==> src/sfm_acc_pkg.sv <==
/*
 * Shared definitions for the softmax denominator unit
 * Fixed-point widths and formats, word types and the phase encoding
 */

package sfm_acc_pkg;

    // Addends and factors are unsigned Q1.15
    localparam int unsigned ADD_W    = 16;
    localparam int unsigned ADD_FRAC = 15;

    // Partial sums, denominator and reciprocal are unsigned Q8.16
    localparam int unsigned ACC_W    = 24;
    localparam int unsigned ACC_FRAC = 16;

    typedef logic [ADD_W-1:0] addend_t;
    typedef logic [ACC_W-1:0] acc_t;

    // 2.0 in Q8.16, used by the Newton step
    localparam acc_t ACC_TWO = acc_t'(2) << ACC_FRAC;

    typedef enum logic [2:0] {
        IDLE,
        COMPUTING,
        REDUCTION,
        INVERSION,
        FINISHED
    } acc_state_e;

endpackage

==> src/sfm_acc_lane.sv <==
/*
 * One partial-sum lane
 * Rescales the held sum by a Q1.15 factor and adds an aligned addend
 */

`timescale 1ns/1ps

module sfm_acc_lane import sfm_acc_pkg::*; (
    input  logic    clk_i,
    input  logic    rst_ni,
    input  logic    clear_i,
    input  logic    add_en_i,
    input  logic    scale_en_i,
    input  acc_t    addend_i,
    input  addend_t factor_i,
    output acc_t    sum_o
);

    logic [ACC_W+ADD_W-1:0] scale_prod;
    acc_t                   scaled;
    acc_t                   sum_d;

    // Truncated product, back to Q8.16
    assign scale_prod = sum_o * factor_i;
    assign scaled     = scale_en_i ? scale_prod[ADD_FRAC +: ACC_W] : sum_o;
    assign sum_d      = scaled + (add_en_i ? addend_i : '0);

    always_ff @(posedge clk_i or negedge rst_ni) begin
        if (!rst_ni) begin
            sum_o <= '0;
        end else if (clear_i) begin
            sum_o <= '0;
        end else if (add_en_i | scale_en_i) begin
            sum_o <= sum_d;
        end
    end

endmodule

==> config.mk <==
export PLATFORM = sky130hd
export DESIGN_NAME = sfm_acc_lane
export DESIGN_NICKNAME = d
export VERILOG_FILES = /design/src/sfm_acc_pkg.sv /design/src/sfm_acc_lane.sv
export SDC_FILE = /design/constraint.sdc
export NUM_CORES = 1
export LEC_CHECK = 0
export BUFFER_PORTS_ARGS = -buffer_cell sky130_fd_sc_hd__buf_2
export CORE_MARGIN = 2
export CORE_UTILIZATION = 59
export DETAILED_ROUTE_END_ITERATION = 10
export PLACE_DENSITY = 0.8
export SYNTH_ARGS = -nofsm -noshare
export SYNTH_HDL_FRONTEND = slang
export SYNTH_SLANG_ARGS = --single-unit
export TNS_END_PERCENT = 50
==> constraint.sdc <==
create_clock -name clk_i -period 8.35 [get_ports clk_i]
set_input_delay 0 -clock clk_i [delete_from_list [all_inputs] [get_ports clk_i]]
set_output_delay 0 -clock clk_i [all_outputs]
set_load 0.01 [all_outputs]
==> metrics <==
status complete, no violations; Final Slew Violations 0; worst slew pin tran 733 ps; biggest regs sum_o x24; Core Rows 56; routed len/inst 17.7 um; Critical Path End Type register; CTS tree done; synthesis warning total 0; max incr delay on CP ~630 ps; DP Area ~15000 um2; input/output buffers 68; Worst-path clk slew ~70 ps; largest net degree at the start of global routing 28; vias in the first global route about 12000; setup tns final 0 ps; drt pass-1 iters 7; global-route wire length before repair ~58000 um; antenna cells 0; Layout Utilization 0.645; Worst Reg2Reg Path Length in Cells 32; layout cells sized above 1 0.113; post-synthesis sequential area ratio 0.0431; CTS root buf clkbuf_16; WS Path Type reg -> reg; final instance area roughly 15000 um2; Final HPWL DP 28600 um; Hold Fails Final Rpt 0; Worst setup SP type register; Vias/cell ~5.6; Slowest cell on crit path or4b_2; I/O pin total 69; syn_nets 2084; fin crit share 0.964; Main synth FF type dfrtp_1; clock tree sinks 24; Final ANT Viol Nets 0; Syn Inst Count around 1600; grt total ovfl 0; # DRC 0; area grow syn2layout 8.12%; headroom to the max-slew limit 0.509; Final Critical Period 8050 ps; FMAX ~120 MHz; Overall Global Routing Usage 0.296; # H-tree levels 1; RD Place Congestion 0.950; cts bufs inserted 3; RR Startpoint sum_o[7]; Mean Syn Cell Area approximately 8.7 um2; die area 24900 um2; final hold slack 277 ps; post-synthesis cell type count 54; Worst-Skew Late Latency 260 ps; Post-synth EDFFs 0; Die Ht ~160 um; Core Area ~23000 um2; Max-Cap Viols 0; final setup fails 0; FILL cells about 1900; max reg flops 24; Initial Util 0.597; drt total wl between 30000 and 40000 um; Hold Path Class in -> async; Iter 0 DRT Violations 925; Die X 158 um; r2r setup slk just over 300 ps; via count 11100; Crit Path Max Fanout 11; Max Root-Sink Buffers 2; Synth Register Bits 24; Crit path top cell by count fa_1; nets@finish 2140; Top reg by flops sum_o; r2r endpoint sum_o[12]; WP data required around 8500 ps; Cell Area, Synth between 10000 and 15000 um2; share of synthesized flip-flops with an asynchronous set or reset 1.00; CP arrival 8230 ps; post-route clock skew between 8 and 9 ps; initial antenna violation count 0
logic make-up after synthesis:
group,Yosys count,synth area share
AO/OA/AOI/OAI,144,0.0660
XOR/XNOR,50,0.0314
adder cells (fa/ha/maj),433,0.553
buffers and inverters,429,0.116
flip-flops,24,0.0431
multiplexers,19,0.0154
AND/OR/NAND/NOR,507,0.175
layer usage:
layer / global-route usage / wire length [um]
met5: 0 / 0
met4: 0.0939 / 1020
met3: 0.0326 / 2320
met2: 0.538 / 18300
met1: 0.371 / 13400
worst max-delay path by stage:
stage | from | to | slack [ps] | depth (start not counted)
after global placement | sum_o[7] | sum_o[23] | 150 | 33
after floorplan | sum_o[17] | sum_o[23] | 260 | 34
after global routing | sum_o[7] | sum_o[23] | -90 | 32
after CTS | sum_o[14] | sum_o[23] | 10 | 34
final | sum_o[7] | sum_o[12] | 300 | 32
after detailed placement | sum_o[7] | sum_o[23] | -80 | 33
placed cells by master (no fill, tap or decap), types with 3 or more instances in the layout:
cell type,count
nor2b_1,4
clkbuf_16,3
o21ai_0,33
inv_1,353
buf_12,4
a21o_1,13
a21oi_2,4
a211oi_1,4
xor2_1,19
dfrtp_1,13
nor2_1,15
xnor2_1,31
and2_1,176
buf_4,52
a31oi_1,4
nand4_1,8
a21boi_0,3
fa_1,305
buf_2,68
and3_1,3
o21bai_1,6
o21bai_2,3
nand2_1,276
or2_2,3
dfrtp_2,10
nand3_1,7
o21ai_1,6
a21oi_1,41
mux2_2,19
ha_1,127
through the flow:
stage	cells	setup slack, ps
floorplan	1606	264
global placement	1965	146
detailed placement	1965	-81.3
CTS	1971	10.5
global route	1980	-89.1
finish	1980	305
worst max-delay path, delay by kind of cell, from the launching register on:
kind	cells	cell delay (ps)
fa+ha+maj	9	3940
compound gates	9	1460
simple gates	7	1370
flops	1	570
buf+inv	5	260
mux	1	200
xor+xnor	1	170
synth_stat cells, types with 3 or more instances:
master | instances | area [um2]
dfrtp_1 | 24 | 601
xnor2_1 | 31 | 272
and3_1 | 3 | 18.8
nor2b_1 | 4 | 25.0
mux2_2 | 19 | 214
fa_1 | 305 | 6110
or2_2 | 3 | 18.8
o21ai_0 | 38 | 190
nor3_1 | 3 | 15.0
o21bai_1 | 7 | 52.6
xor2_1 | 19 | 166
nor2_1 | 16 | 60.1
a21o_1 | 13 | 97.6
nand3_1 | 7 | 35.0
nand2_1 | 277 | 1040
clkbuf_1 | 76 | 285
o31ai_1 | 3 | 22.5
inv_1 | 353 | 1330
a31oi_1 | 4 | 25.0
nand4_1 | 8 | 50.1
a211oi_1 | 5 | 37.5
a21boi_0 | 4 | 30.0
ha_1 | 128 | 1600
and2_1 | 176 | 1100
a21oi_1 | 44 | 220
timing repair:
item	in CTS	in global routing
hold buffers	2	0
setup buffers	0	9
endpoints found under the hold margin	25	0
endpoints found under the setup margin	2	10
pin swaps	0	9
gates resized for setup	3	31
cell type report:
| class | instances | area, um2 | share of cell area |
|---|---|---|---|
| sequential | 24 | 617 | 0.0410 |
| multi-input combinational | 1153 | 11800 | 0.783 |
| clock buffer | 4 | 88.8 | 0.00590 |
| timing repair buffer | 127 | 842 | 0.0559 |
| inverter | 353 | 1330 | 0.0880 |
| tap | 319 | 399 | 0.0265 |
Power is left out: the tool's default activity adds up to more than one toggle a clock period on the data nets, which glitch-free logic cannot reach.
