==> src/sfm_acc_pkg.sv <==
/*
 * Shared definitions for the softmax denominator unit
 * Fixed-point widths and formats, word types and the phase encoding
 */

package sfm_acc_pkg;

    // Addends and factors are unsigned Q1.15
    localparam int unsigned ADD_W    = 16;
    localparam int unsigned ADD_FRAC = 15;

    // Partial sums, denominator and reciprocal are unsigned Q8.16
    localparam int unsigned ACC_W    = 24;
    localparam int unsigned ACC_FRAC = 16;

    typedef logic [ADD_W-1:0] addend_t;
    typedef logic [ACC_W-1:0] acc_t;

    // 2.0 in Q8.16, used by the Newton step
    localparam acc_t ACC_TWO = acc_t'(2) << ACC_FRAC;

    typedef enum logic [2:0] {
        IDLE,
        COMPUTING,
        REDUCTION,
        INVERSION,
        FINISHED
    } acc_state_e;

endpackage

==> src/sfm_lane_dispatch.sv <==
/*
 * Input dispatcher: ready gating, addend alignment to Q8.16
 * and round-robin lane selection for accepted addends
 */

`timescale 1ns/1ps

module sfm_lane_dispatch import sfm_acc_pkg::*; #(
    parameter int unsigned N_LANES = 4
) (
    input  logic               clk_i,
    input  logic               rst_ni,
    input  logic               clear_i,
    input  logic               accept_en_i,
    input  logic               add_valid_i,
    input  addend_t            add_i,
    input  logic               mul_valid_i,
    input  addend_t            mul_i,
    output logic               ready_o,
    output logic [N_LANES-1:0] add_en_o,
    output logic               scale_en_o,
    output acc_t               addend_o,
    output addend_t            factor_o
);

    localparam int unsigned LANE_W = $clog2(N_LANES);

    logic              add_take;
    logic              mul_take;
    logic [LANE_W-1:0] lane_ptr_q;

    assign ready_o  = accept_en_i;
    assign add_take = accept_en_i & add_valid_i;
    assign mul_take = accept_en_i & mul_valid_i;

    always_ff @(posedge clk_i or negedge rst_ni) begin
        if (!rst_ni) begin
            lane_ptr_q <= '0;
            add_en_o   <= '0;
            scale_en_o <= 1'b0;
        end else if (clear_i) begin
            lane_ptr_q <= '0;
            add_en_o   <= '0;
            scale_en_o <= 1'b0;
        end else begin
            add_en_o   <= add_take ? (N_LANES'(1) << lane_ptr_q) : '0;
            scale_en_o <= mul_take;
            if (add_take) begin
                if (lane_ptr_q == LANE_W'(N_LANES - 1)) begin
                    lane_ptr_q <= '0;
                end else begin
                    lane_ptr_q <= lane_ptr_q + 1'b1;
                end
            end
        end
    end

    // Q1.15 to Q8.16
    always_ff @(posedge clk_i) begin
        addend_o <= acc_t'(add_i) << (ACC_FRAC - ADD_FRAC);
        factor_o <= mul_i;
    end

endmodule

==> config.mk <==
export PLATFORM = sky130hd
export DESIGN_NAME = sfm_lane_dispatch
export DESIGN_NICKNAME = d
export VERILOG_FILES = /design/src/sfm_acc_pkg.sv /design/src/sfm_lane_dispatch.sv
export SDC_FILE = /design/constraint.sdc
export NUM_CORES = 1
export LEC_CHECK = 0
export ABC_AREA = 1
export BUFFER_PORTS_ARGS = -buffer_cell sky130_fd_sc_hd__buf_2
export CORE_AREA = 3 3 55 57
export CTS_CLUSTER_DIAMETER = 100
export DETAILED_ROUTE_END_ITERATION = 10
export DIE_AREA = 0 0 58 60
export MAX_ROUTING_LAYER = met4
export PLACE_DENSITY = 0.8
export SKIP_CTS_REPAIR_TIMING = 1
export SLEW_MARGIN = 0
export SYNTH_ARGS = -nofsm -noshare
export SYNTH_HDL_FRONTEND = slang
export SYNTH_SLANG_ARGS = --single-unit
==> constraint.sdc <==
create_clock -name clk_i -period 1.68 [get_ports clk_i]
set_input_delay 0.336 -clock clk_i [delete_from_list [all_inputs] [get_ports clk_i]]
set_output_delay 0.336 -clock clk_i [all_outputs]
set_load 0.02 [all_outputs]
==> flow_metrics.tcl <==
set metrics [dict create \
    clk_path_buf_depth 2 \
    cts_made_buffers 5 \
    synth_mux_area_share_pct 0 \
    grt_pass1_wl_mm 3.11 \
    num_antenna_cells 0 \
    via_count 774 \
    syn-cell-area_um2 1030 \
    fmax_ghz 0.817 \
    area_delta_synth_final_pct 43.7 \
    htreeDepth 2 \
    yosysUniqueCellTypes 12 \
    cp_max_fo 1 \
    die-height_um 60 \
    num_io_pins 84 \
    skew_ns 0.000667 \
    drc 0 \
    pre_cts_ws_ns 0.662 \
    fin_ws_ns 0.456 \
    required_ns 1.34 \
    seqPwrFrac_pct 58.4 \
    insertion_delay_ns 0.33 \
    synth_top_family_by_area "buffers and inverters" \
    startpoint_type "flip-flop" \
    synth-seq-cells 39 \
    grt_max_degree 12 \
    slowest_delay_ns 0.39 \
    core_area_um2 2520 \
    layout.nets 199 \
    routabilityCongestion 0.677 \
    stdcell_area_um2 1480 \
    synth_seq_area_share_pct 79.1 \
    synthCells 76 \
    combPwrFrac_pct 10.9 \
    yosys.area_share.simple_pct 7.65 \
    path_buf_inv 1 \
    synth_area_leaders "dfxtp_1, dfrtp_1, buf_4" \
    placed_area_um2 1400 \
    drtIter0Drc 4 \
    die_x_um 58 \
    cts.sinks 39 \
    hold_violations 0 \
    cts_root_buf "clkbuf_4" \
    initial_core_util_pct 40.9 \
    crit_chain "buf_2" \
    setup_violations 0 \
    dp.final_hpwl_mm 1.82 \
    drive_above_1_share_pct 53.2 \
    finalSetupTns_ns 0 \
    drtPass1Iterations 3 \
    cp.arrival_ns 0.89 \
    p_sw_uw 400 \
    p_leak_uw 0.000813 \
    synth-xor-area-share_pct 0 \
    placementRows 18 \
    synth_compound_area_share_pct 0 \
    drt-total-wl_mm 2.19 \
    io_buffers 75 \
    synth-adder-area-share_pct 4.85 \
    cts_tree "yes" \
    period_needed_ns 1.22 \
    crit_path_end_kind "output port" \
    drv_cap 0 \
    vias_per_cell 4.12 \
    hp-class "input pin to flip-flop" \
    yosys_warnings 0 \
    status "finished clean" \
    utilization_pct 58.7 \
    clock_power_share_pct 30.8 \
    rsz0062_at_grt "false" \
    crit_family "flip-flops" \
    internal_power_uw 1290 \
    synth_top_area_share_pct 62.1 \
    p_per_area_nw_per_um2 1140 \
    track_usage_pct 13.5 \
    final.period_utilization_pct 72.8 \
    slowest_stage "dfrtp_1" \
    switching_share_pct 23.7 \
    grt_overflow 0 \
    postRouteAntennaNets 0 \
    critical_path_class "flip-flop to output port" \
    avgRoutedWirePerCell_um 11.6 \
    antenna_found_initial 0 \
    postSynthAreaPerCell_um2 13.6 \
    grt_pass1_vias 712 \
    die_area_um2 3480 \
    slew_viol_final 0 \
    post-synth-top-area-cell "dfxtp_1" \
    clk_pin_slew_worst_paths_ns 0.10 \
    fill_cells 225 \
    whs_ns 0.0910 \
    ir_worst_vdd_uv 925 \
]
layer usage:
layer	vias up	GRT usage (%)	part of all wire (%)
li1	375	-	-
met1	343	9.83	30
met2	51	23.5	52
met3	5	9.07	16
met4	0	8.94	2.1
met5	-	-	0
cells by family after synthesis:
logic type / after synthesis
buf+inv: 13
other cells: 1
fa+ha+maj: 4
flops: 39
simple gates: 19
layout make-up:
type | count | area, µm² | area share [%]
clock buffer | 8 | 68.8 | 4.65
inverter | 4 | 15.0 | 1.01
multi-input combinational | 31 | 159 | 10.7
sequential | 39 | 816 | 55.1
tap | 30 | 37.5 | 2.53
timing repair buffer | 76 | 385 | 26.0
synthesized netlist by cell type, drive strengths merged:
cell type	instances
dfxtp	32
buf	9
nand2	9
dfrtp	7
nor2	6
ha	4
nand3	4
inv	3
clkinv	1
conb	1
per-stage QoR:
step / std cells / power (µW)
6_report: 188 / 1690
2_1_floorplan: 83 / 1110
5_1_grt: 188 / 1770
3_5_place_dp: 179 / 1190
4_1_cts: 187 / 1710
3_3_place_gp: 179 / 1180
power by group through the flow:
| stage | registers, µW | clock network [µW] | logic, µW |
|---|---|---|---|
| after floorplan | 1060 | 0 | 48.8 |
| after global placement | 1000 | 0 | 180 |
| after detailed placement | 1010 | 0 | 183 |
| after CTS | 985 | 541 | 184 |
| after global routing | 989 | 580 | 199 |
| final | 984 | 519 | 183 |
state kept, by name, indices dropped and copies added (netlist names):
name        count
add_en_o        4
addend_o       16
scale_en_o      1
lane_ptr_q      2
factor_o       16
final timing paths:
check | startpoint | to | slack, ns | depth (start not counted)
min in group asynchronous | rst_ni | add_en_o[0] | 0.36 | 2
max in group asynchronous | rst_ni | lane_ptr_q[0] | 1.17 | 2
max reg2reg | lane_ptr_q[0] | lane_ptr_q[1] | 0.66 | 4
min | add_i[4] | addend_o[5] | 0.09 | 1
min reg2reg | lane_ptr_q[0] | lane_ptr_q[0] | 0.60 | 2
max | add_en_o[1] | add_en_o[1] | 0.46 | 1
cells in the final DEF, fill, tap and decap left out, drive strengths merged:
| cell | n |
|---|---|
| ha | 4 |
| dfxtp | 32 |
| dlygate4sd3 | 1 |
| clkbuf | 8 |
| buf | 75 |
| clkinv | 1 |
| inv | 3 |
| nand2 | 9 |
| dfrtp | 7 |
| conb | 8 |
| nor2 | 6 |
| nand3 | 4 |
(Power assumes the default switching activity.)
