**src/sfm_acc_pkg.sv**
```systemverilog
/*
 * Shared definitions for the softmax denominator unit
 * Fixed-point widths and formats, word types and the phase encoding
 */

package sfm_acc_pkg;

    // Addends and factors are unsigned Q1.15
    localparam int unsigned ADD_W    = 16;
    localparam int unsigned ADD_FRAC = 15;

    // Partial sums, denominator and reciprocal are unsigned Q8.16
    localparam int unsigned ACC_W    = 24;
    localparam int unsigned ACC_FRAC = 16;

    typedef logic [ADD_W-1:0] addend_t;
    typedef logic [ACC_W-1:0] acc_t;

    // 2.0 in Q8.16, used by the Newton step
    localparam acc_t ACC_TWO = acc_t'(2) << ACC_FRAC;

    typedef enum logic [2:0] {
        IDLE,
        COMPUTING,
        REDUCTION,
        INVERSION,
        FINISHED
    } acc_state_e;

endpackage

```
**src/sfm_recip_newton.sv**
```systemverilog
/*
 * Reciprocal of the denominator
 * Leading-one seed followed by Newton-Raphson iterations,
 * each split into an error-product cycle and an update cycle
 */

`timescale 1ns/1ps

module sfm_recip_newton import sfm_acc_pkg::*; #(
    parameter int unsigned N_INV_ITERS = 2
) (
    input  logic clk_i,
    input  logic rst_ni,
    input  logic clear_i,
    input  logic start_i,
    input  acc_t den_i,
    output logic done_o,
    output acc_t recip_o
);

    localparam int unsigned ITER_W = $clog2(N_INV_ITERS + 1);
    localparam int unsigned INT_W  = ACC_W - ACC_FRAC;

    logic              busy_q;
    logic              upd_step_q;
    logic [ITER_W-1:0] iter_q;
    acc_t              err_q;
    acc_t              seed;
    logic [2*ACC_W-1:0] err_prod;
    logic [2*ACC_W-1:0] upd_prod;
    acc_t              two_minus_err;

    // Seed is 2^-p for the top set bit p of the integer part
    always_comb begin
        seed = acc_t'(1) << ACC_FRAC;
        for (int b = 0; b < INT_W; b++) begin
            if (den_i[ACC_FRAC + b]) begin
                seed = acc_t'(1) << (ACC_FRAC - b);
            end
        end
    end

    assign err_prod      = den_i * recip_o;
    assign two_minus_err = ACC_TWO - err_q;
    assign upd_prod      = recip_o * two_minus_err;

    always_ff @(posedge clk_i or negedge rst_ni) begin
        if (!rst_ni) begin
            busy_q     <= 1'b0;
            upd_step_q <= 1'b0;
            iter_q     <= '0;
            done_o     <= 1'b0;
            recip_o    <= '0;
        end else if (clear_i) begin
            busy_q     <= 1'b0;
            upd_step_q <= 1'b0;
            iter_q     <= '0;
            done_o     <= 1'b0;
            recip_o    <= '0;
        end else begin
            done_o <= 1'b0;
            if (start_i) begin
                busy_q     <= 1'b1;
                upd_step_q <= 1'b0;
                iter_q     <= '0;
                recip_o    <= seed;
            end else if (busy_q) begin
                upd_step_q <= ~upd_step_q;
                if (upd_step_q) begin
                    recip_o <= upd_prod[ACC_FRAC +: ACC_W];
                    if (iter_q == ITER_W'(N_INV_ITERS - 1)) begin
                        busy_q <= 1'b0;
                        done_o <= 1'b1;
                    end else begin
                        iter_q <= iter_q + 1'b1;
                    end
                end
            end
        end
    end

    // Error term e = den * x
    always_ff @(posedge clk_i) begin
        if (busy_q && !upd_step_q) begin
            err_q <= err_prod[ACC_FRAC +: ACC_W];
        end
    end

endmodule

```
**config.mk**
```make
export PLATFORM = sky130hd
export DESIGN_NAME = sfm_recip_newton
export DESIGN_NICKNAME = d
export VERILOG_FILES = /design/src/sfm_acc_pkg.sv /design/src/sfm_recip_newton.sv
export SDC_FILE = /design/constraint.sdc
export NUM_CORES = 2
export LEC_CHECK = 0
export BUFFER_PORTS_ARGS = -buffer_cell sky130_fd_sc_hd__buf_4
export CAP_MARGIN = 20
export CELL_PAD_IN_SITES_DETAIL_PLACEMENT = 1
export CELL_PAD_IN_SITES_GLOBAL_PLACEMENT = 1
export CORE_AREA = 2 2 301 303
export DETAILED_ROUTE_END_ITERATION = 7
export DIE_AREA = 0 0 303 305
export PLACE_DENSITY = 0.78
export SYNTH_ARGS = -nofsm -noshare
export SYNTH_HDL_FRONTEND = slang
export SYNTH_SLANG_ARGS = --single-unit
```
**constraint.sdc**
```tcl
create_clock -name clk_i -period 8.25 [get_ports clk_i]
set_input_delay 0.4125 -clock clk_i [delete_from_list [all_inputs] [get_ports clk_i]]
set_output_delay 0.4125 -clock clk_i [all_outputs]
set_load 0.01 [all_outputs]
```
==> results.md <==
Status:
- The flow ran to the end, but the final reports show violations.
- The final reports fail on negative setup slack.

Timing:
- The smallest clock period supported by the final layout is computed as around 9 ns.
- The final worst clock skew is 0.0103 ns.
- Across all setup checks in the final design, the least slack found is -0.507 ns.
- The worst pin sits at a relative slew slack of about a third.
- Setup repair after global routing could not meet its margin everywhere.
- Based on the critical path, the design can be clocked at up to 114 MHz.
- Setup violations remaining at the end of the flow were counted as 18.
- The final critical path takes up 106% of the cycle.
- The final hold violation count is 0.
- At the pin with the least slew margin, the transition time is 1.02 ns.
- The number of max-slew violations in the final report came to 0.

Finish:
- The finished cells cover 39100 µm².
- Leaving out fill and tap cells, the most frequent cells in the layout are inv_1 (975), fa_1 (899), nand2_1 (751).
- The number of fill cells in the layout is 10400.
- The area growth from synthesis to layout is 10.7%.
- The share of layout cells above drive strength 1 is 10.4%.
- The end-of-flow core utilization is 43.8%.
- Leaving out fill and tap cells, the most frequent cell in the layout is inv_1.
- At the end of the flow, the number of nets in the layout was 5236.

Placed design:
- The count of buffers inserted at the top-level ports is 52.
- The estimated wirelength of the detail-placed design is about 87000 µm.
- The congestion estimate from routability-driven global placement came to 0.883.
- The placement-stage cell area is around 38000 µm².

Hold path:
- The worst min-delay path class is input port to asynchronous set/reset pin.

Clock network:
- The clock tree from TritonCTS is done.
- Clock tree synthesis inserted a total of 5 buffers.
- The depth of the CTS H-tree is 2.
- After clock tree synthesis, the clock-pin slew on the worst setup and hold paths is 0.09 ns.
- Counting along the longest clock path gives a buffer depth of 2.
- The clock tree root driver cell is clkbuf_16.
- The clock latency on the worst-skew pair is around 0.33 ns.
- For this design, the sink count on the clock tree is 53.

GRT:
- The maximum number of pins on one net before global-route repair is 48.
- The wire length of the first global-routing pass is 179000 µm.
- The initial antenna violation count is 1.
- The number of global-route vias before repair was 32400.
- The overall fraction of global-route tracks in use is about a quarter.
- Global routing finished with a remaining overflow of 0.

Synthesis:
- The cell count after synthesis is just under 4000.
- In this run the biggest area consumer among cell types represents 51.5% of the synthesized area.
- The net count of the mapped netlist is 5148.
- The number of enable flip-flop cells after synthesis is 24.
- The sequential share of the synthesized area is 4.09%.
- The fraction of synthesis flops using an asynchronous set or reset pin is 54.7%.
- The most used flip-flop cell after synthesis is dfrtp_1.
- In this run the cell area of the synthesized design comes to 35400 µm².
- For this run, the number of Yosys warnings is 0.
- After synthesis the netlist holds a flip-flop and latch count of between 50 and 60.
- Each instance of the synthesized netlist takes up on average 8.94 µm².
- The cell taking the most area after synthesis is fa_1.
- In this run, distinct cell masters in the synthesized netlist total 66.
- By area the synthesized netlist is led by fa_1 (52%), inv_1 (10%), ha_1 (9.1%), nand2_1 (8.0%), and2_1 (6.7%).

Worst setup path:
- The gate family responsible for the most delay along the worst path is adder cells.
- In this run the critical register-to-register path is launched from err_q[1]$_DFFE_PP_.
- The slowest cell on the critical path is or4_4.
- Data on the critical path is required at its endpoint by 8.42 ns.
- At the worst endpoint, the arrival time is 8.93 ns.
- The worst register-to-register path has a depth of 29.
- The launching element type of the critical path is a flop.
- The minimum setup slack among reg-to-reg paths is -0.51 ns.
- The critical path is of the flop to flop type.
- Counting both buffers and inverters, the worst setup path holds a total of 5.
- The worst register-to-register path ends at recip_o[23]$_DFFE_PN0P_.
- In this design, the critical path's most frequently occurring cell is fa_1.
- In this design, the stage delay of the slowest critical-path cell is approximately 0.56 ns.
- STA classifies the critical path endpoint as a flop.
- The largest fanout on the critical path is 5.

Route:
- The via count normalized by instance count is 5.22.
- The detail route stage leaves a number of antenna-violating nets equal to 0.
- The pre-antenna-repair detailed-routing pass consisted of 7 iterations.
- The final routed wire length divided by cell count is 21.6 µm.
- The violation count after the first detailed-routing iteration is around 1600.
- After detailed routing, the number of remaining DRC violations is 0.
- The via total after detailed routing is 27300.
- The detailed-route wire length is 113000 µm.

Floorplanning:
- Measured along the x axis, the die boundary spans 303 µm.
- The initialized floorplan defines 110 standard-cell rows.
- For this configuration, the core starts out at a cell density of around two fifths.
- The floorplan step defined a core boundary enclosing 89300 µm².
- The die covers between 90000 and 100000 µm².
- The die is 305 µm tall.
- The number of top-level pins is 53.

Power:
- Dividing total power by cell area gives a power density of 101 nW/µm².
- Across the VDD grid, the largest voltage drop is 0.118 mV.
- The leakage dissipation is 19.3 nW.

Run:
- Across the run, the number of max-cap violations was 0.
## what timing repair did
action / in CTS / in global routing
hold buffers: 0 / 0
pin swaps: 29 / 26
setup buffers: 60 / 19
resized for setup: 55 / 44
cloned: 0 / 0
endpoints found under the setup margin: 18 / 18
## how the worst max path moves through the flow
stage                                    to  slack, ns               start  cells past startpoint
global route        recip_o[23]$_DFFE_PN0P_      -0.71  err_q[0]$_DFFE_PP_                     30
floorplan           recip_o[23]$_DFFE_PN0P_      0.003  err_q[0]$_DFFE_PP_                     29
finish              recip_o[23]$_DFFE_PN0P_      -0.51  err_q[1]$_DFFE_PP_                     29
CTS                 recip_o[23]$_DFFE_PN0P_      -0.06  err_q[8]$_DFFE_PP_                     29
detailed placement  recip_o[22]$_DFFE_PN0P_      -0.47  err_q[0]$_DFFE_PP_                     29
global placement    recip_o[22]$_DFFE_PN0P_      -0.15  err_q[0]$_DFFE_PP_                     30
## flip-flops by register name (all words and copies together) (netlist names)
register	count
busy_q	1
done_o	1
err_q	24
iter_q	2
recip_o	24
upd_step_q	1
## layer usage
metal  GRT usage (%)  up-vias  wire length, µm
li1                -    11500                -
met1            30.2    14700            43700
met2            45.8      775            58700
met3            2.75      301             4820
met4            10.7        0             5650
met5               0        -                0
## layout make-up
class / count / area [µm²] / area share, %
clock buffer: 6 / 130 / 0.332
tap: 1176 / 1470 / 3.76
sequential: 53 / 1470 / 3.76
timing repair buffer: 299 / 2460 / 6.28
inverter: 981 / 3680 / 9.41
multi-input combinational: 2702 / 29900 / 76.3
antenna: 3 / 7.51 / 0.0192
clock inverter: 2 / 38.8 / 0.0991
## kinds of logic after synthesis
family	synth area share, %
simple gates	16.7
mux	0.113
flops	4.09
xor+xnor	2.54
buf+inv	12.7
compound gates	3.28
fa+ha+maj	60.6
## Yosys cell counts, drive strengths merged, types with 5 or more instances
| cell type | number |
|---|---|
| dfrtp | 29 |
| nor2 | 38 |
| edfxtp | 24 |
| nor4 | 5 |
| and2 | 377 |
| inv | 981 |
| fa | 910 |
| a21o | 30 |
| nor3 | 17 |
| o21bai | 9 |
| clkbuf | 217 |
| or4 | 6 |
| nand2 | 757 |
| nand3 | 10 |
| and3 | 8 |
| xnor2 | 65 |
| o21a | 7 |
| xor2 | 30 |
| o21ai | 36 |
| nand2b | 9 |
| a21oi | 46 |
| or2 | 6 |
| a31oi | 8 |
| nand4 | 8 |
| ha | 256 |
## where the power goes
| part | switching [mW] | internal (mW) | leakage, nW |
|---|---|---|---|
| registers | 0.0796 | 0.332 | 0.604 |
| clock network | 0.130 | 0.146 | 0.0840 |
| logic | 1.94 | 1.32 | 18.6 |
| total | 2.15 | 1.80 | 19.3 |
## per-stage QoR
stage	TNS (ns)	worst slack (ns)	cells	total power, mW	hold WS (ns)
after global routing	-6.99	-0.708	5219	4.31	0.0460
after detailed placement	-3.73	-0.470	5135	3.40	0.381
after CTS	-0.0952	-0.0634	5201	3.78	0.0269
after global placement	-0.526	-0.153	5135	3.23	0.374
after floorplan	0	0.00283	3954	2.23	0.117
final	-3.10	-0.507	5222	3.95	0.0200
(Power assumes the default switching activity.)
