`config.mk`:
```
export PLATFORM = sky130hd
export DESIGN_NAME = sfm_acc_ctrl
export DESIGN_NICKNAME = d
export VERILOG_FILES = /design/src/sfm_acc_pkg.sv /design/src/sfm_acc_ctrl.sv
export SDC_FILE = /design/constraint.sdc
export NUM_CORES = 1
export LEC_CHECK = 0
export ABC_CLOCK_PERIOD_IN_PS = 1300
export BUFFER_PORTS_ARGS = -buffer_cell sky130_fd_sc_hd__buf_4
export CELL_PAD_IN_SITES_DETAIL_PLACEMENT = 1
export CELL_PAD_IN_SITES_GLOBAL_PLACEMENT = 1
export CORE_AREA = 2 2 39 41
export DETAILED_ROUTE_END_ITERATION = 6
export DIE_AREA = 0 0 41 43
export GPL_ROUTABILITY_DRIVEN = 0
export GPL_TIMING_DRIVEN = 0
export PLACE_DENSITY = 0.54
export RECOVER_POWER = 25
export SLEW_MARGIN = 10
export SYNTH_ARGS = -nofsm -noshare
export SYNTH_HDL_FRONTEND = slang
export SYNTH_SLANG_ARGS = --single-unit
```
`constraint.sdc`:
```
create_clock -name clk_i -period 1.3 [get_ports clk_i]
set_clock_uncertainty 0.1 [all_clocks]
set_input_delay 0 -clock clk_i [delete_from_list [all_inputs] [get_ports clk_i]]
set_output_delay 0 -clock clk_i [all_outputs]
set_load 0.02 [all_outputs]
```
`src/sfm_acc_pkg.sv`:
```
/*
 * Shared definitions for the softmax denominator unit
 * Fixed-point widths and formats, word types and the phase encoding
 */

package sfm_acc_pkg;

    // Addends and factors are unsigned Q1.15
    localparam int unsigned ADD_W    = 16;
    localparam int unsigned ADD_FRAC = 15;

    // Partial sums, denominator and reciprocal are unsigned Q8.16
    localparam int unsigned ACC_W    = 24;
    localparam int unsigned ACC_FRAC = 16;

    typedef logic [ADD_W-1:0] addend_t;
    typedef logic [ACC_W-1:0] acc_t;

    // 2.0 in Q8.16, used by the Newton step
    localparam acc_t ACC_TWO = acc_t'(2) << ACC_FRAC;

    typedef enum logic [2:0] {
        IDLE,
        COMPUTING,
        REDUCTION,
        INVERSION,
        FINISHED
    } acc_state_e;

endpackage

```
`src/sfm_acc_ctrl.sv`:
```
/*
 * Phase controller for the softmax denominator unit
 * Accumulate, reduce and invert sequencing with status outputs
 */

`timescale 1ns/1ps

module sfm_acc_ctrl import sfm_acc_pkg::*; (
    input  logic clk_i,
    input  logic rst_ni,
    input  logic clear_i,
    input  logic add_valid_i,
    input  logic acc_finished_i,
    input  logic acc_only_i,
    input  logic red_done_i,
    input  logic inv_done_i,
    output logic accept_en_o,
    output logic red_start_o,
    output logic inv_start_o,
    output logic valid_o,
    output logic acc_done_o,
    output logic reducing_o
);

    acc_state_e state_q;
    acc_state_e state_d;

    always_comb begin
        state_d = state_q;
        case (state_q)
            IDLE: begin
                if (add_valid_i) begin
                    state_d = COMPUTING;
                end
            end
            COMPUTING: begin
                if (acc_finished_i) begin
                    state_d = REDUCTION;
                end
            end
            REDUCTION: begin
                if (red_done_i) begin
                    state_d = acc_only_i ? IDLE : INVERSION;
                end
            end
            INVERSION: begin
                if (inv_done_i) begin
                    state_d = FINISHED;
                end
            end
            FINISHED: begin
                // A new addend restarts accumulation on top of the lane sums
                if (add_valid_i) begin
                    state_d = COMPUTING;
                end
            end
            default: state_d = IDLE;
        endcase
    end

    always_ff @(posedge clk_i or negedge rst_ni) begin
        if (!rst_ni) begin
            state_q     <= IDLE;
            red_start_o <= 1'b0;
        end else if (clear_i) begin
            state_q     <= IDLE;
            red_start_o <= 1'b0;
        end else begin
            state_q     <= state_d;
            red_start_o <= (state_q == COMPUTING) & acc_finished_i;
        end
    end

    assign accept_en_o = (state_q != REDUCTION) & (state_q != INVERSION);
    assign reducing_o  = (state_q == REDUCTION);
    assign acc_done_o  = reducing_o & red_done_i;
    assign inv_start_o = acc_done_o & ~acc_only_i;
    assign valid_o     = (state_q == FINISHED);

endmodule

```
==> summary.txt, run 1 <==
Run status
  – Result of the run: finished clean

Worst hold path
  – Worst hold start: red_done_i
  – Hold Path Class: primary input to flip-flop

Final layout
  – Fin cells: 68
  – Most frequent cells in the layout: buf_4 (14), dlygate4sd3_1 (6), nand2_1 (5)
  – # fillers: 174
  – Share of cells above drive strength 1: 0.5000
  – Antenna fix cells: 0
  – Layout area overhead: 96.95%
  – Fin nets: 62
  – Most common cell after layout, fill and taps aside: buf_4

Power and ir drop
  – Total Power: 0.4606 mW
  – Power Density: 948.7 nW/um^2
  – Worst IR Drop VDD: 0.4069 mV
  – LEAKAGE: 0.2217 nW

STA
  – Worst-margin pin slew: 0.2531 ns
  – Final worst slack: 0.01428 ns
  – RSZ-0062 raised after global routing: true
  – Crit share post-route: 0.9890
  – Final setup viols: 0
  – Final hold violation count: 0
  – Slew HR: 0.8320
  – Slew Limit Fails: 0
  – Setup Total Neg Slack: 0 ns
  – Min Tclk post-route: 1.286 ns
  – F_max: 777.8 MHz

Drt
  – Routed wire length: 916 um
  – Post-route DRC: 0
  – Vias: 309
  – Drt pass-1 iters: 2
  – Initial DRC count: 1
  – Vias per cell: 4.544
  – WL/cell: 13.47 um
  – Routed Antenna Nets: 0

Global route
  – Total grt overflow: 0
  – Largest net degree at the start of global routing: 10
  – GRT Total Usage: 0.1351
  – First-pass GRT wire length: 1393 um
  – Vias in the first global route: 311
  – Antenna violations before repair: 0

Placement
  – Inst Count DP: 57
  – Port buffer count: 13
  – Place WS: -0.06744 ns
  – HPWL after detailed placement: 635.7 um

Synthesis
  – Top cells by area, synth: dfrtp_1 (41%), nand2_1 (7.6%), o32ai_2 (6.6%)
  – Yosys top cell area share: 0.4061
  – Syn Area/Cell: 8.803 um^2
  – Synth area leader: dfrtp_1
  – Number of synthesized register bits: 4
  – Synthesized area: 246.5 um^2
  – Synth Net Count: 36
  – Count of different cell masters after synthesis: 17
  – Sequential area share after synthesis: 0.4061
  – Synthesis Warnings: 0
  – Synthesized instance count: 28

Worst setup path
  – Reg2reg start: state_q[1]
  – Startpoint types: flip-flop
  – Crit-path max FO: 8
  – CP max stage delay: 0.46 ns
  – Crit path launch: state_q[1]
  – Worst path slowest cell: dfrtp_2
  – Required time worst endpoint: 1.34 ns
  – Crit path kind: flip-flop to flip-flop
  – CP cell instances: nand2b_4 -> o32a_1 -> o32ai_2
  – Worst Setup End Kind: flip-flop
  – WP data arrival: 1.33 ns

Clock tree
  – Clock buffer depth: 2
  – Clk slew on worst S/H paths: 0.04 ns
  – CTS sink cnt: 4
  – Clk_lat worst skew: 0.25 ns
  – Htree depth: 1
  – Root Driver: clkbuf_4
  – CTS tree: built
  – CTS Buf Count: 3

Die
  – Die area: 1763 um^2
  – Die Wd: 41 um
  – # rows: 14
  – Starting Density: 0.1781
  – Die span in y: 43 um
  – Core ar.: 1384 um^2
  – Num ports: 14

Job
  – Max-Cap Viols: 0
==> worst max-delay path, delay by kind of cell, from the launching register on <==
kind	cells	cell delay, ns
AO/OA/AOI/OAI	2	0.53
flip-flops	1	0.46
AND/OR/NAND/NOR	1	0.09
==> cells by family after synthesis <==
group | Yosys count | share of synthesized area
flip-flops | 4 | 0.4061
buffers and inverters | 3 | 0.04568
AO/OA/AOI/OAI | 4 | 0.1472
AND/OR/NAND/NOR | 17 | 0.4011
==> worst paths after layout <==
kind | slack (ns) | to | cells past startpoint
setup / recovery | 0.01 | state_q[0] | 3
hold / removal | 0.05 | state_q[1] | 4
setup reg to reg | 0.01 | state_q[0] | 3
hold reg to reg | 0.45 | state_q[1] | 2
max in group asynchronous | 0.30 | state_q[0] | 3
min in group asynchronous | 0.60 | red_start_o | 3
==> metrics by stage <==
stage	util	hold WS [ns]	cell area [um^2]
finish	0.3508	0.04555	485.5
global route	0.3508	0.06859	485.5
CTS	0.3391	0.05240	469.2
detailed placement	0.2749	-0.3004	380.4
global placement	0.2749	-0.3059	380.4
floorplan	-	-0.3956	262.8
==> registers in the layout (all words and copies together) (netlist names) <==
| name | cells |
|---|---|
| red_start_o | 1 |
| state_q | 3 |
==> synthesized netlist by cell type <==
library cell  instances
a21oi_1               2
and3_1                1
clkbuf_1              1
dfrtp_1               4
inv_1                 2
nand2_1               5
nand2b_1              1
nand2b_2              1
nand4b_1              1
nor2_1                3
nor3_1                1
nor3b_1               1
nor4_1                1
nor4_2                1
o32a_1                1
o32ai_2               1
or2b_1                1
==> layer usage <==
layer / global-route usage / up-vias / wire [um] / share of wire
met5: 0 / - / 0 / 0
met4: 0.1600 / 0 / 57 / 0.062
met3: 0.03141 / 4 / 61 / 0.067
met2: 0.2125 / 15 / 476 / 0.52
met1: 0.1173 / 144 / 319 / 0.35
li1: - / 146 / - / -
==> layout make-up <==
class	count	area, um^2	area share
sequential	4	102.6	0.2113
multi-input combinational	21	156.4	0.3222
timing repair buffer	22	176.4	0.3634
tap	16	20.02	0.04124
clock buffer	3	22.52	0.04639
inverter	2	7.507	0.01546
==> what timing repair did <==
action / in CTS / in global routing
hold buffers: 6 / 0
resized for setup: 2 / 1
endpoints found under the setup margin: 6 / 3
gates cloned: 0 / 0
setup buffers: 1 / 2
pin swaps: 1 / 0
endpoints found under the hold margin: 8 / 0
==> where the power goes <==
part | leakage [nW] | internal, mW | switching (mW) | total (mW)
clock | 0.0138 | 0.104 | 0.0595 | 0.163
combinational | 0.157 | 0.0764 | 0.0644 | 0.141
sequential | 0.0513 | 0.136 | 0.0202 | 0.156
total | 0.222 | 0.316 | 0.144 | 0.461
Power figures use the tool's default switching activity.
==> inputs of run 2 (changes only) <==
--- a/config.mk
+++ b/config.mk
@@ -6,15 +6,15 @@
 export NUM_CORES = 1
 export LEC_CHECK = 0
 export ABC_CLOCK_PERIOD_IN_PS = 1300
-export BUFFER_PORTS_ARGS = -buffer_cell sky130_fd_sc_hd__buf_4
 export CELL_PAD_IN_SITES_DETAIL_PLACEMENT = 1
 export CELL_PAD_IN_SITES_GLOBAL_PLACEMENT = 1
 export CORE_AREA = 2 2 39 41
 export DETAILED_ROUTE_END_ITERATION = 6
 export DIE_AREA = 0 0 41 43
+export DONT_BUFFER_PORTS = 1
 export GPL_ROUTABILITY_DRIVEN = 0
 export GPL_TIMING_DRIVEN = 0
-export PLACE_DENSITY = 0.54
+export PLACE_DENSITY = 0.41
 export RECOVER_POWER = 25
 export SLEW_MARGIN = 10
 export SYNTH_ARGS = -nofsm -noshare
==> run 2 against run 1 <==
  * Hold slack better by 0.070 ns
  * The run now ends with negative setup slack left
  * Die area stayed put
  * Clock power is 8% lower
  * Critical path depth stayed put
  * Sequential power is 3% higher
  * Setup slack worse by 0.036 ns
  * Non-clock buffer count is 10 lower
  * Total power is 5.6% lower
==> summary.txt, run 2 (same netlist as run 1, synthesis figures left out) <==
Run status
  – Result of the run: finished, violations left (was finished clean)
  – Failing checks: negative setup slack

STA
  – Final worst slack: -0.02136 ns (was 0.01428 ns)
  – Final setup viols: 1 (was 0)
  – Crit share post-route: 1.016 (was 0.9890)
  – Worst-margin pin slew: 0.3907 ns (was 0.2531 ns)
  – RSZ-0062 raised after global routing: true (unchanged)
  – Slew HR: 0.7386 (was 0.8320)
  – Setup Total Neg Slack: -0.02136 ns (was 0 ns)
  – F_max: 756.8 MHz (was 777.8 MHz)
  – Slew Limit Fails: 0 (unchanged)
  – Min Tclk post-route: 1.321 ns (was 1.286 ns)
  – Final hold violation count: 0 (unchanged)

Final layout
  – Register bank with the most flops: state_q (unchanged)
  – Largest regs: state_q (3), red_start_o (1) (unchanged)
  – Fin cells: 58 (was 68)
  – Most common cell after layout, fill and taps aside: dlygate4sd3_1 (was buf_4)
  – Number of flip-flops in the largest register: 3 (unchanged)
  – Layout area overhead: 80.71% (was 96.95%)
  – Utilization after layout: 0.3219 (was 0.3508)
  – Most frequent cells in the layout: dlygate4sd3_1 (8), nand2_1 (5), buf_4 (4) (was buf_4 (14), dlygate4sd3_1 (6), nand2_1 (5))
  – Antenna fix cells: 0 (unchanged)
  – Fin nets: 52 (was 62)
  – Share of cells above drive strength 1: 0.4048 (was 0.5000)
  – Fin area: 445.4 um^2 (was 485.5 um^2)

Placement
  – HPWL after detailed placement: 509 um (was 635.7 um)
  – Placed Area: 282.8 um^2 (was 380.4 um^2)
  – Port buffer count: 0 (was 13)
  – Inst Count DP: 44 (was 57)

Worst setup path
  – WP data arrival: 1.35 ns (was 1.33 ns)
  – Worst flop-to-flop path endpoint: state_q[0] (unchanged)
  – Crit path kind: flip-flop to flip-flop (unchanged)
  – FF-to-FF setup slack: -0.02 ns (was 0.01 ns)
  – Reg2reg start: state_q[2] (was state_q[1])
  – Crit-path max FO: 5 (was 8)
  – Required time worst endpoint: 1.32 ns (was 1.34 ns)
  – Worst path slowest cell: dfrtp_1 (was dfrtp_2)
  – WP buf/inv: 0 (unchanged)
  – Worst Setup End Kind: flip-flop (unchanged)
  – CP top delay family: compound AO/OA/AOI/OAI gates (unchanged)
  – CP max stage delay: 0.37 ns (was 0.46 ns)
  – CP cell instances: nand2b_4 -> o32a_1 -> o32ai_2 (unchanged)
  – Reg2Reg Depth: 3 (unchanged)
  – Startpoint types: flip-flop (unchanged)

Global route
  – Total grt overflow: 0 (unchanged)
  – First-pass GRT wire length: 1104 um (was 1393 um)
  – Antenna violations before repair: 0 (unchanged)
  – GRT Total Usage: 0.09879 (was 0.1351)
  – Vias in the first global route: 266 (was 311)
  – Largest net degree at the start of global routing: 10 (unchanged)

Worst hold path
  – WHS Endpoint: inv_start_o (was state_q[1])
  – Hold Path Depth: 2 (was 4)
  – Worst hold start: red_done_i (unchanged)
  – Hold Path Class: primary input to output port (was primary input to flip-flop)

Drt
  – Post-route DRC: 0 (unchanged)
  – Vias: 264 (was 309)
  – Routed wire length: 701 um (was 916 um)
  – Initial DRC count: 0 (was 1)
  – WL/cell: 12.09 um (was 13.47 um)
  – Drt pass-1 iters: 1 (was 2)
  – Vias per cell: 4.552 (was 4.544)
  – Routed Antenna Nets: 0 (unchanged)

Power and ir drop
  – Worst IR Drop VDD: 0.4125 mV (was 0.4069 mV)
  – LEAKAGE: 0.1803 nW (was 0.2217 nW)
  – Total Power: 0.4349 mW (was 0.4606 mW)
  – Power Density: 976.5 nW/um^2 (was 948.7 nW/um^2)

Clock tree
  – Htree depth: 1 (unchanged)
  – Clk slew on worst S/H paths: 0.04 ns (about the same)
  – Clk_lat worst skew: 0.23 ns (was 0.25 ns)
  – CTS tree: built (unchanged)
  – CTS Buf Count: 3 (unchanged)
  – Clock buffer depth: 2 (unchanged)
  – CTS sink cnt: 4 (unchanged)
  – Root Driver: clkbuf_4 (unchanged)

Die
  – Core ar.: 1384 um^2 (unchanged)
  – Die span in y: 43 um (unchanged)
  – Starting Density: 0.1781 (unchanged)
  – Die area: 1763 um^2 (unchanged)
  – # rows: 14 (unchanged)
  – Die Wd: 41 um (unchanged)
  – Num ports: 14 (unchanged)

Job
  – Max-Cap Viols: 0 (unchanged)
-- run 2: area by class of cell --
| cell class | instances | area, um^2 |
|---|---|---|
| inverters | 2 | 7.507 |
| repair buffers | 12 | 110.1 |
| fillers | 157 | 938.4 |
| flip-flops and latches | 4 | 102.6 |
| clock buffers | 3 | 22.52 |
| well taps | 16 | 20.02 |
| multi-input cells | 21 | 182.7 |
-- run 2: per-layer routing --
| layer | part of all wire | GRT usage | vias up |
|---|---|---|---|
| met5 | 0 | 0 | - |
| met4 | 0 | 0.08000 | 0 |
| met3 | 0.056 | 0.03141 | 0 |
| met2 | 0.51 | 0.1500 | 9 |
| met1 | 0.43 | 0.1042 | 127 |
| li1 | - | - | 128 |
-- run 2: what timing repair did --
action | in CTS | in global routing
pin swaps | 2 | 1
hold buffers | 8 | 0
gates resized for setup | 4 | 3
setup buffers | 1 | 3
endpoints found under the hold margin | 9 | 0
endpoints found under the setup margin | 7 | 6
-- run 2: worst max-delay path by stage --
| stage | from | to | cells after the start |
|---|---|---|---|
| after floorplan | state_q[0] | state_q[2] | 4 |
| after global placement | state_q[0] | state_q[2] | 4 |
| after detailed placement | state_q[0] | state_q[2] | 4 |
| after CTS | state_q[1] | state_q[0] | 3 |
| after global routing | state_q[2] | state_q[0] | 3 |
| final | state_q[2] | state_q[0] | 3 |
-- run 2: power breakdown --
| group | switching, mW | internal (mW) | total [mW] |
|---|---|---|---|
| Clock | 0.0473 | 0.103 | 0.150 |
| Combinational | 0.0626 | 0.0621 | 0.125 |
| Sequential | 0.0236 | 0.136 | 0.160 |
-- run 2: stage by stage --
| step | hold WS (ns) | worst slack, ns |
|---|---|---|
| detailed placement | -0.3955 | -0.1763 |
| floorplan | -0.3956 | -0.01396 |
| global placement | -0.3955 | -0.1701 |
| finish | 0.1153 | -0.02136 |
| global route | 0.1399 | -0.09448 |
| CTS | 0.1226 | -0.06631 |
