## src/sfm_acc_pkg.sv

```systemverilog
/*
 * Shared definitions for the softmax denominator unit
 * Fixed-point widths and formats, word types and the phase encoding
 */

package sfm_acc_pkg;

    // Addends and factors are unsigned Q1.15
    localparam int unsigned ADD_W    = 16;
    localparam int unsigned ADD_FRAC = 15;

    // Partial sums, denominator and reciprocal are unsigned Q8.16
    localparam int unsigned ACC_W    = 24;
    localparam int unsigned ACC_FRAC = 16;

    typedef logic [ADD_W-1:0] addend_t;
    typedef logic [ACC_W-1:0] acc_t;

    // 2.0 in Q8.16, used by the Newton step
    localparam acc_t ACC_TWO = acc_t'(2) << ACC_FRAC;

    typedef enum logic [2:0] {
        IDLE,
        COMPUTING,
        REDUCTION,
        INVERSION,
        FINISHED
    } acc_state_e;

endpackage

```

## src/sfm_lane_reduce.sv

```systemverilog
/*
 * Lane reducer
 * Adds one lane partial sum per cycle into the denominator register
 * and flags completion after the last lane
 */

`timescale 1ns/1ps

module sfm_lane_reduce import sfm_acc_pkg::*; #(
    parameter int unsigned N_LANES = 4
) (
    input  logic               clk_i,
    input  logic               rst_ni,
    input  logic               clear_i,
    input  logic               start_i,
    input  acc_t [N_LANES-1:0] lane_sums_i,
    output logic               done_o,
    output acc_t               den_o
);

    localparam int unsigned IDX_W = $clog2(N_LANES);

    logic             busy_q;
    logic [IDX_W-1:0] idx_q;

    always_ff @(posedge clk_i or negedge rst_ni) begin
        if (!rst_ni) begin
            busy_q <= 1'b0;
            idx_q  <= '0;
            done_o <= 1'b0;
            den_o  <= '0;
        end else if (clear_i) begin
            busy_q <= 1'b0;
            idx_q  <= '0;
            done_o <= 1'b0;
            den_o  <= '0;
        end else begin
            done_o <= 1'b0;
            if (start_i) begin
                busy_q <= 1'b1;
                idx_q  <= '0;
                den_o  <= '0;
            end else if (busy_q) begin
                // Plain wrapping sum
                den_o <= den_o + lane_sums_i[idx_q];
                if (idx_q == IDX_W'(N_LANES - 1)) begin
                    busy_q <= 1'b0;
                    done_o <= 1'b1;
                end else begin
                    idx_q <= idx_q + 1'b1;
                end
            end
        end
    end

endmodule

```

## config.mk

```make
export PLATFORM = sky130hd
export DESIGN_NAME = sfm_lane_reduce
export DESIGN_NICKNAME = d
export VERILOG_FILES = /design/src/sfm_acc_pkg.sv /design/src/sfm_lane_reduce.sv
export SDC_FILE = /design/constraint.sdc
export NUM_CORES = 1
export LEC_CHECK = 0
export ABC_AREA = 1
export BUFFER_PORTS_ARGS = -buffer_cell sky130_fd_sc_hd__clkbuf_2
export CORE_MARGIN = 3
export CORE_UTILIZATION = 55
export DETAILED_ROUTE_END_ITERATION = 6
export PLACE_DENSITY = 0.94
export SLEW_MARGIN = 40
export SYNTH_ARGS = -nofsm -noshare
export SYNTH_HDL_FRONTEND = slang
export SYNTH_SLANG_ARGS = --single-unit
```

## constraint.sdc

```tcl
create_clock -name clk_i -period 4.68 [get_ports clk_i]
set_input_delay 0.468 -clock clk_i [delete_from_list [all_inputs] [get_ports clk_i]]
set_output_delay 0.468 -clock clk_i [all_outputs]
set_load 0.01 [all_outputs]
```

==> run_results.csv, run 1 <==
group,metric,value,unit
status,status,"complete, no violations",
logic_synthesis,syn_avg_cell_area,5.78,um^2
routing,postRouteAntennaNets,0,
floorplanning,dieWidth,84.7,um
timing,slew_violations,0,
logic_synthesis,synth_edf_count,0,
clock_network,cts_buffer_depth,2,
critical_path,critPathTopFamily,"simple AND/OR/NAND/NOR gates",
critical_path,crit_path_start,"idx_q[0]",
logic_synthesis,synth-simple-area-share,0.409,
routing,drc,0,
pwr,p_per_area,182,mW/mm^2
clock_network,clock-root-buffer,"clkbuf_8",
timing,fin_crit,2.80,ns
timing,hold_slack,0.201,ns
pwr,peakVddDrop,0.000131,V
logic_synthesis,ys_ff_latch,28,
timing,finalClockSkew,0.00617,ns
pwr,leakage,2.53,nW
placed_design,place.gp.congestion,0.930,
critical_path,cp_num_buf_inv,1,
timing,tns,0,ns
floorplanning,coreArea,0.00596,mm^2
routing,wl_per_cell,14.1,um
timing,max_slew.worst_pin.slew,0.798,ns
critical_path,r2r-start,"idx_q[0]",
critical_path,ff2ff_path_depth,14,
floorplanning,dieHeight,84.7,um
clock_network,cts_resized,0,
critical_path,r2r_setup_slack,1.88,ns
final_layout,diodes,0,
final_layout,fin_area,0.00411,mm^2
clock_network,cts.sink_count,28,
clock_network,cts-buffers-inserted,3,
routing,viasPerCell,5.45,
routing,vias,4237,
logic_synthesis,ys_warn_count,0,
logic_synthesis,syn-num-nets,714,
logic_synthesis,muxShareOfSynthArea,0,
logic_synthesis,async_flop_share,1.00,
clock_network,htree_levels,1,
logic_synthesis,synth_area,0.00340,mm^2
final_layout,syn_to_final_growth,20.8,%
logic_synthesis,ys.flop_type,"dfrtp_1",
critical_path,cp_common_cell,"nand2_1",
critical_path,endpoint,"den_o[16]",
critical_path,crit_path_end_kind,"flip-flop",
clock_network,cts_setup_buffers,0,
critical_path,cp.depth,14,
routing,routed_wl,10900,um
timing,finalWorstSetupSlack,1.88,ns
logic_synthesis,synth_cell_types,30,
critical_path,arrival,2.99,ns
worst_hold_path,min_path_type,"input port to async pin",
timing,rsz0062_at_grt,"no",
job,maxCapViolations,0,
logic_synthesis,synth_xor_area_frac,0.00257,
final_layout,drive_gt1_frac,0.231,
placed_design,place_ws,1.92,ns
logic_synthesis,synth_top_family_by_area,"simple AND/OR/NAND/NOR gates",
routing,drt_pass1_iterations,5,
timing,final_hold_viol_count,0,
placed_design,portBuffers,124,
final_layout,final_nets,828,
global_route,grt_pass1_wl,18000,um
logic_synthesis,yosysSeqAreaShare,0.206,
critical_path,crit_path_start_kind,"flip-flop",
critical_path,slowest_stage,"inv_2",
timing,min_period_over_period,0.598,
timing,setup_viol_count_final,0,
routing,drtIter0Drc,278,
global_route,grtUsageTotal,0.303,
global_route,grt-ovfl-total,0,
critical_path,path_cells,"inv_2, o21ai_0, o22ai_1, ha_1, fa_1, nand3_1, nand3_1, nand2_1, nand2_1, nand3_1, nand2_1, nand2_1, nand3_1, nand2_1",
critical_path,rr_endpoint,"den_o[16]",
floorplanning,start_util,0.572,
global_route,grt_antenna_before_repair,0,
clock_network,clk_latency,0.29,ns
pwr,total_power,0.000747,W
critical_path,max_stage_delay,0.51,ns
clock_network,holdBufCountCts,0,
placed_design,dp_hpwl,8570,um
timing,relSlewSlack,0.465,
floorplanning,io_pins,125,
clock_network,tritoncts,"done",
global_route,grt_max_degree,51,
critical_path,critPathKind,"flip-flop to flip-flop",
global_route,grt_pass1_vias,3920,
floorplanning,die-area,0.00717,mm^2
logic_synthesis,synth-adder-area-share,0.0941,
critical_path,cp_max_fo,50,
floorplanning,fp-row-count,28,
critical_path,crit_required,4.87,ns
logic_synthesis,synth_compound_area_frac,0.173,
logic_synthesis,synthCells,589,
clock_network,cts.clk_slew.worst_paths,0.12,ns
timing,fmax,357,MHz
placed_design,placed_area,0.00406,mm^2
## registers in the layout, indices dropped and copies added, names as in the netlist
register	count
den_o	24
idx_q	2
busy_q	1
done_o	1
## layer usage
layer,up-vias,part of all wire,GRT usage
li1,2111,-,-
met1,1880,0.42,0.411
met2,229,0.46,0.499
met3,17,0.095,0.0432
met4,0,0.019,0.0921
met5,-,0,0
## synth_stat cells (all sizes together), types with 2 or more instances
master	count	area [um^2]
a32o	2	20.0
a22o	2	17.5
nand4	5	31.3
clkbuf	10	37.5
buf	7	37.5
nor2	83	344
nand3b	3	47.6
a21oi	20	104
or2	2	12.5
nand2	198	766
nor3	3	15.0
ha	24	300
o22ai	23	144
nand3	31	170
dfrtp	28	701
o21ai	61	305
inv	83	312
## through the flow
stage / utilization / instances
after global routing: 0.691 / 777
after global placement: 0.682 / 773
after floorplan: - / 589
final: 0.691 / 777
after detailed placement: 0.682 / 773
after CTS: 0.691 / 777
## worst register-to-register path, stage by stage (launching register included)
cell and delay, ns:
dfrtp_1 0.41, inv_2 0.51, o21ai_0 0.16, o22ai_1 0.17
ha_1 0.23, fa_1 0.22, nand3_1 0.12, nand3_1 0.23
nand2_1 0.09, nand2_1 0.15, nand3_1 0.14, nand2_1 0.09
nand2_1 0.05, nand3_1 0.06, nand2_1 0.07
## cells in the final DEF (no fill, tap or decap), types with 6 or more instances in the layout
cell,instances
nand2_1,189
clkbuf_2,123
inv_1,77
nor2_1,74
o21ai_0,55
nand3_1,28
dfrtp_1,28
ha_1,24
o22ai_1,23
a21oi_1,19
nand2_2,9
nor2_2,7
o21ai_1,6
## cell type report
class                   instances  area, um^2
flip-flops and latches         28         701
fillers                       547        1840
well taps                      75        93.8
clock buffers                   4        55.1
multi-input cells             460        2310
inverters                      84         315
repair buffers                126         636
## power breakdown
group	internal (W)	total [W]	switching, W
Combinational	0.000117	0.000319	0.000201
Clock	0.0000758	0.000168	0.0000918
Sequential	0.000252	0.000261	0.00000952
Total	0.000445	0.000747	0.000302
## logic make-up (layout without fill, tap and decap cells)
logic type / after synthesis / count (layout)
compound gates: 108 / 108
xor+xnor: 1 / 1
fa+ha+maj: 25 / 25
buf+inv: 101 / 214
flops: 28 / 28
simple gates: 326 / 326
## worst min-delay path by stage
| stage | slack, ns | endpoint | cells after the start | startpoint |
|---|---|---|---|---|
| 2_1_floorplan | 0.17 | busy_q | 0 | rst_ni |
| 3_3_place_gp | 0.50 | den_o[7] | 2 | den_o[7] |
| 3_5_place_dp | 0.49 | den_o[6] | 2 | den_o[6] |
| 4_1_cts | 0.27 | den_o[16] | 1 | rst_ni |
| 5_1_grt | 0.25 | den_o[7] | 1 | rst_ni |
| 6_report | 0.20 | den_o[16] | 1 | rst_ni |
(Power assumes the default switching activity.)
==> inputs of run 2 (changes only) <==
--- a/config.mk
+++ b/config.mk
@@ -5,12 +5,12 @@
 export SDC_FILE = /design/constraint.sdc
 export NUM_CORES = 1
 export LEC_CHECK = 0
-export ABC_AREA = 1
+export ABC_AREA = 0
 export BUFFER_PORTS_ARGS = -buffer_cell sky130_fd_sc_hd__clkbuf_2
 export CORE_MARGIN = 3
-export CORE_UTILIZATION = 55
+export CORE_UTILIZATION = 44
 export DETAILED_ROUTE_END_ITERATION = 6
-export PLACE_DENSITY = 0.94
+export PLACE_DENSITY = 0.84
 export SLEW_MARGIN = 40
 export SYNTH_ARGS = -nofsm -noshare
 export SYNTH_HDL_FRONTEND = slang
==> constraint.sdc (replaced) <==
create_clock -name clk_i -period 2.5 [get_ports clk_i]
set_input_delay 0.25 -clock clk_i [delete_from_list [all_inputs] [get_ports clk_i]]
set_output_delay 0.25 -clock clk_i [all_outputs]
set_load 0.01 [all_outputs]
==> run_results.csv, run 2 <==
group,metric,value,unit
logic_synthesis,ys_warn_count,0,
pwr,p_per_area,356,mW/mm^2
timing,rsz0062_at_grt,"yes",
logic_synthesis,async_flop_share,1.00,
pwr,combPwrFrac,0.451,
logic_synthesis,ys_ff_latch,28,
final_layout,drive_gt1_frac,0.594,
global_route,grt_pass1_wl,17300,um
final_layout,multiInputGateArea,0.00247,mm^2
timing,fin_crit,3.07,ns
pwr,total_power,0.00163,W
placed_design,place.gp.congestion,0.930,
timing,finalClockSkew,0.00840,ns
critical_path,max_stage_delay,0.55,ns
logic_synthesis,synth_edf_count,0,
final_layout,final_cell_mix,"clkbuf_2 (123), buf_4 (75), dfrtp_1 (27), mux4_2 (24), nor2_1 (24)",
worst_hold_path,min_path_type,"input port to async pin",
status,violations,"negative hold slack, negative setup slack",
final_layout,fillCellCount,412,
routing,viasPerCell,6.27,
clock_network,cts_buffer_depth,2,
critical_path,cp_max_fo,4,
critical_path,path_cells,"mux4_2, ha_4, fa_2, a21o_4, a221oi_4, or3_4, a21oi_1, a21oi_1, xor2_1, o21ai_0",
critical_path,critPathKind,"flip-flop to flip-flop",
critical_path,crit_path_end_kind,"flip-flop",
logic_synthesis,synthTopCellsByCount,"dfrtp_1 (28), nor2_1 (27), a21oi_1 (24), ha_1 (24), mux4_2 (24)",
job,maxCapViolations,0,
global_route,grt_max_degree,29,
global_route,grtUsageTotal,0.293,
critical_path,slowest_stage,"mux4_2",
floorplanning,die-area,0.00750,mm^2
logic_synthesis,synthCells,284,
clock_network,clock-root-buffer,"clkbuf_8",
final_layout,largest_register_ffs,24,
timing,fmax,326,MHz
routing,drc,0,
timing,final_hold_viol_count,12,
placed_design,portBuffers,124,
logic_synthesis,synth_cell_types,46,
pwr,swShare,0.342,
timing,setup_viol_count_final,19,
logic_synthesis,syn_avg_cell_area,10.1,um^2
critical_path,cp_common_cell,"a21oi_1",
floorplanning,dieWidth,86.6,um
final_layout,stdcell_count,553,
timing,finalWorstSetupSlack,-0.568,ns
placed_design,dp_cells,536,
clock_network,cts.sink_count,28,
logic_synthesis,synth_area,0.00286,mm^2
floorplanning,start_util,0.469,
pwr,power_frac_clock,0.243,
global_route,grt_antenna_before_repair,0,
clock_network,htree_levels,1,
clock_network,holdBufCountCts,0,
global_route,grt_pass1_vias,3636,
routing,postRouteAntennaNets,0,
critical_path,arrival,3.23,ns
placed_design,dp_hpwl,7390,um
final_layout,diodes,0,
timing,slew_violations,0,
pwr,power.internal,0.00107,W
timing,hold_slack,-0.0138,ns
clock_network,cts.clk_slew.worst_paths,0.12,ns
routing,vias,3465,
logic_synthesis,yosys-top-cells-area,"dfrtp_1 (25%), mux4_2 (19%), ha_1 (11%)",
routing,drtIter0Drc,307,
logic_synthesis,yosysSeqAreaShare,0.245,
final_layout,layout_commonest_cell,"clkbuf_2",
pwr,switching_power,0.000556,W
final_layout,seqCellArea,702,um^2
timing,min_period_over_period,1.23,
clock_network,clk_latency,0.30,ns
floorplanning,io_pins,125,
final_layout,final_nets,604,
status,status,"finished with violations",
routing,wl_per_cell,20.3,um
pwr,seqPwrFrac,0.306,
final_layout,syn_to_final_growth,60.1,%
critical_path,crit_path_start_kind,"flip-flop",
final_layout,regMostFlops,"den_o",
routing,drt_pass1_iterations,7,
pwr,peakVddDrop,0.000333,V
logic_synthesis,synth_top_area_frac,0.245,
logic_synthesis,syn-num-nets,409,
floorplanning,fp-row-count,28,
logic_synthesis,yosysMostFrequentCell,"dfrtp_1",
timing,max_slew.worst_pin.slew,0.718,ns
timing,relSlewSlack,0.521,
logic_synthesis,yosysTopAreaCell,"dfrtp_1",
critical_path,crit_required,2.67,ns
clock_network,cts-buffers-inserted,3,
floorplanning,coreArea,0.00610,mm^2
logic_synthesis,ys.flop_type,"dfrtp_1",
critical_path,ff2ff_path_depth,10,
routing,routed_wl,11200,um
pwr,leakage,2.23,nW
clock_network,tritoncts,"done",
global_route,grt-ovfl-total,0,
floorplanning,dieHeight,86.6,um
final_layout,biggestRegsByFlops,"den_o x24, idx_q x2",
==> run 2: cell count changes in the layout (fill, tap and decap cells not counted), moves of 12 or more <==
cell     previous run  this run
o21ai_0            55        10
ha_4                0        14
mux2i_1             0        12
nor2_1             74        24
nand2_1           189        16
ha_1               24         9
inv_1              77         1
nand3_1            28         6
buf_4               2        75
o22ai_1            23         2
mux4_2              0        24
==> run 2: final timing paths <==
path	from	endpoint	slack, ns
max	idx_q[0]	den_o[18]	-0.57
min	rst_ni	den_o[8]	-0.01
max reg2reg	idx_q[0]	den_o[18]	-0.57
min reg2reg	den_o[19]	den_o[19]	0.55
max in group asynchronous	rst_ni	idx_q[0]	2.00
min in group clk_i	clear_i	busy_q	0.13
==> run 2: routing by layer <==
layer	wire length, um	GRT usage	vias up	share of wire
met5	0	0	-	0
met4	544	0.115	0	0.049
met3	975	0.0494	65	0.087
met2	5770	0.526	235	0.51
met1	3930	0.346	1675	0.35
li1	-	-	1490	-
==> run 2: what timing repair did <==
action	4_1_cts	5_1_grt
setup endpoints to repair	18	20
setup buffers	8	5
resized for setup	32	12
hold endpoints to repair	0	0
pin swaps	13	12
gates cloned	1	0
==> run 2: layout make-up <==
class | count | area share
Sequential cell | 28 | 0.153
Timing Repair Buffer | 202 | 0.270
Clock inverter | 1 | 0.00656
Multi-Input combinational cell | 243 | 0.540
Tap cell | 75 | 0.0205
Clock buffer | 3 | 0.00902
Inverter | 1 | 0.000820
==> run 2: cell families after synthesis <==
kind of cell | after synthesis | synth area share
adder cells (fa/ha/maj) | 25 | 0.112
AO/OA/AOI/OAI | 87 | 0.203
AND/OR/NAND/NOR | 76 | 0.128
buffers and inverters | 13 | 0.0223
XOR/XNOR | 19 | 0.0582
flip-flops | 28 | 0.245
multiplexers | 36 | 0.231
==> run 2: stage by stage <==
step                 util  setup slack [ns]  hold slack (ns)  TNS, ns  instance area, um^2
finish              0.751            -0.568          -0.0138    -7.31                 4580
global route        0.751            -0.638           0.0323    -9.29                 4580
CTS                 0.738            -0.450           0.0384    -5.57                 4500
detailed placement  0.677            -0.558            0.360    -6.25                 4120
global placement    0.677            -0.403            0.358    -5.15                 4120
floorplan               -            -0.400          -0.0456    -3.61                 2990
==> run 2: critical path, delay by kind of cell (launching register included) <==
kind	cells	cell delay [ns]
AOI/OAI and AO/OA	5	0.97
xor gates and xnor gates	1	0.19
adders and majority gates	2	0.54
DFF	1	0.44
muxes	1	0.55
and+or+nand+nor	1	0.24
==> run 2: power groups by stage <==
stage | clock, W | combinational [W] | sequential, W
after floorplan | 0 | 0.000347 | 0.000502
after global placement | 0 | 0.000591 | 0.000501
after detailed placement | 0 | 0.000616 | 0.000503
after CTS | 0.000389 | 0.000683 | 0.000497
after global routing | 0.000412 | 0.000786 | 0.000501
final | 0.000396 | 0.000734 | 0.000499
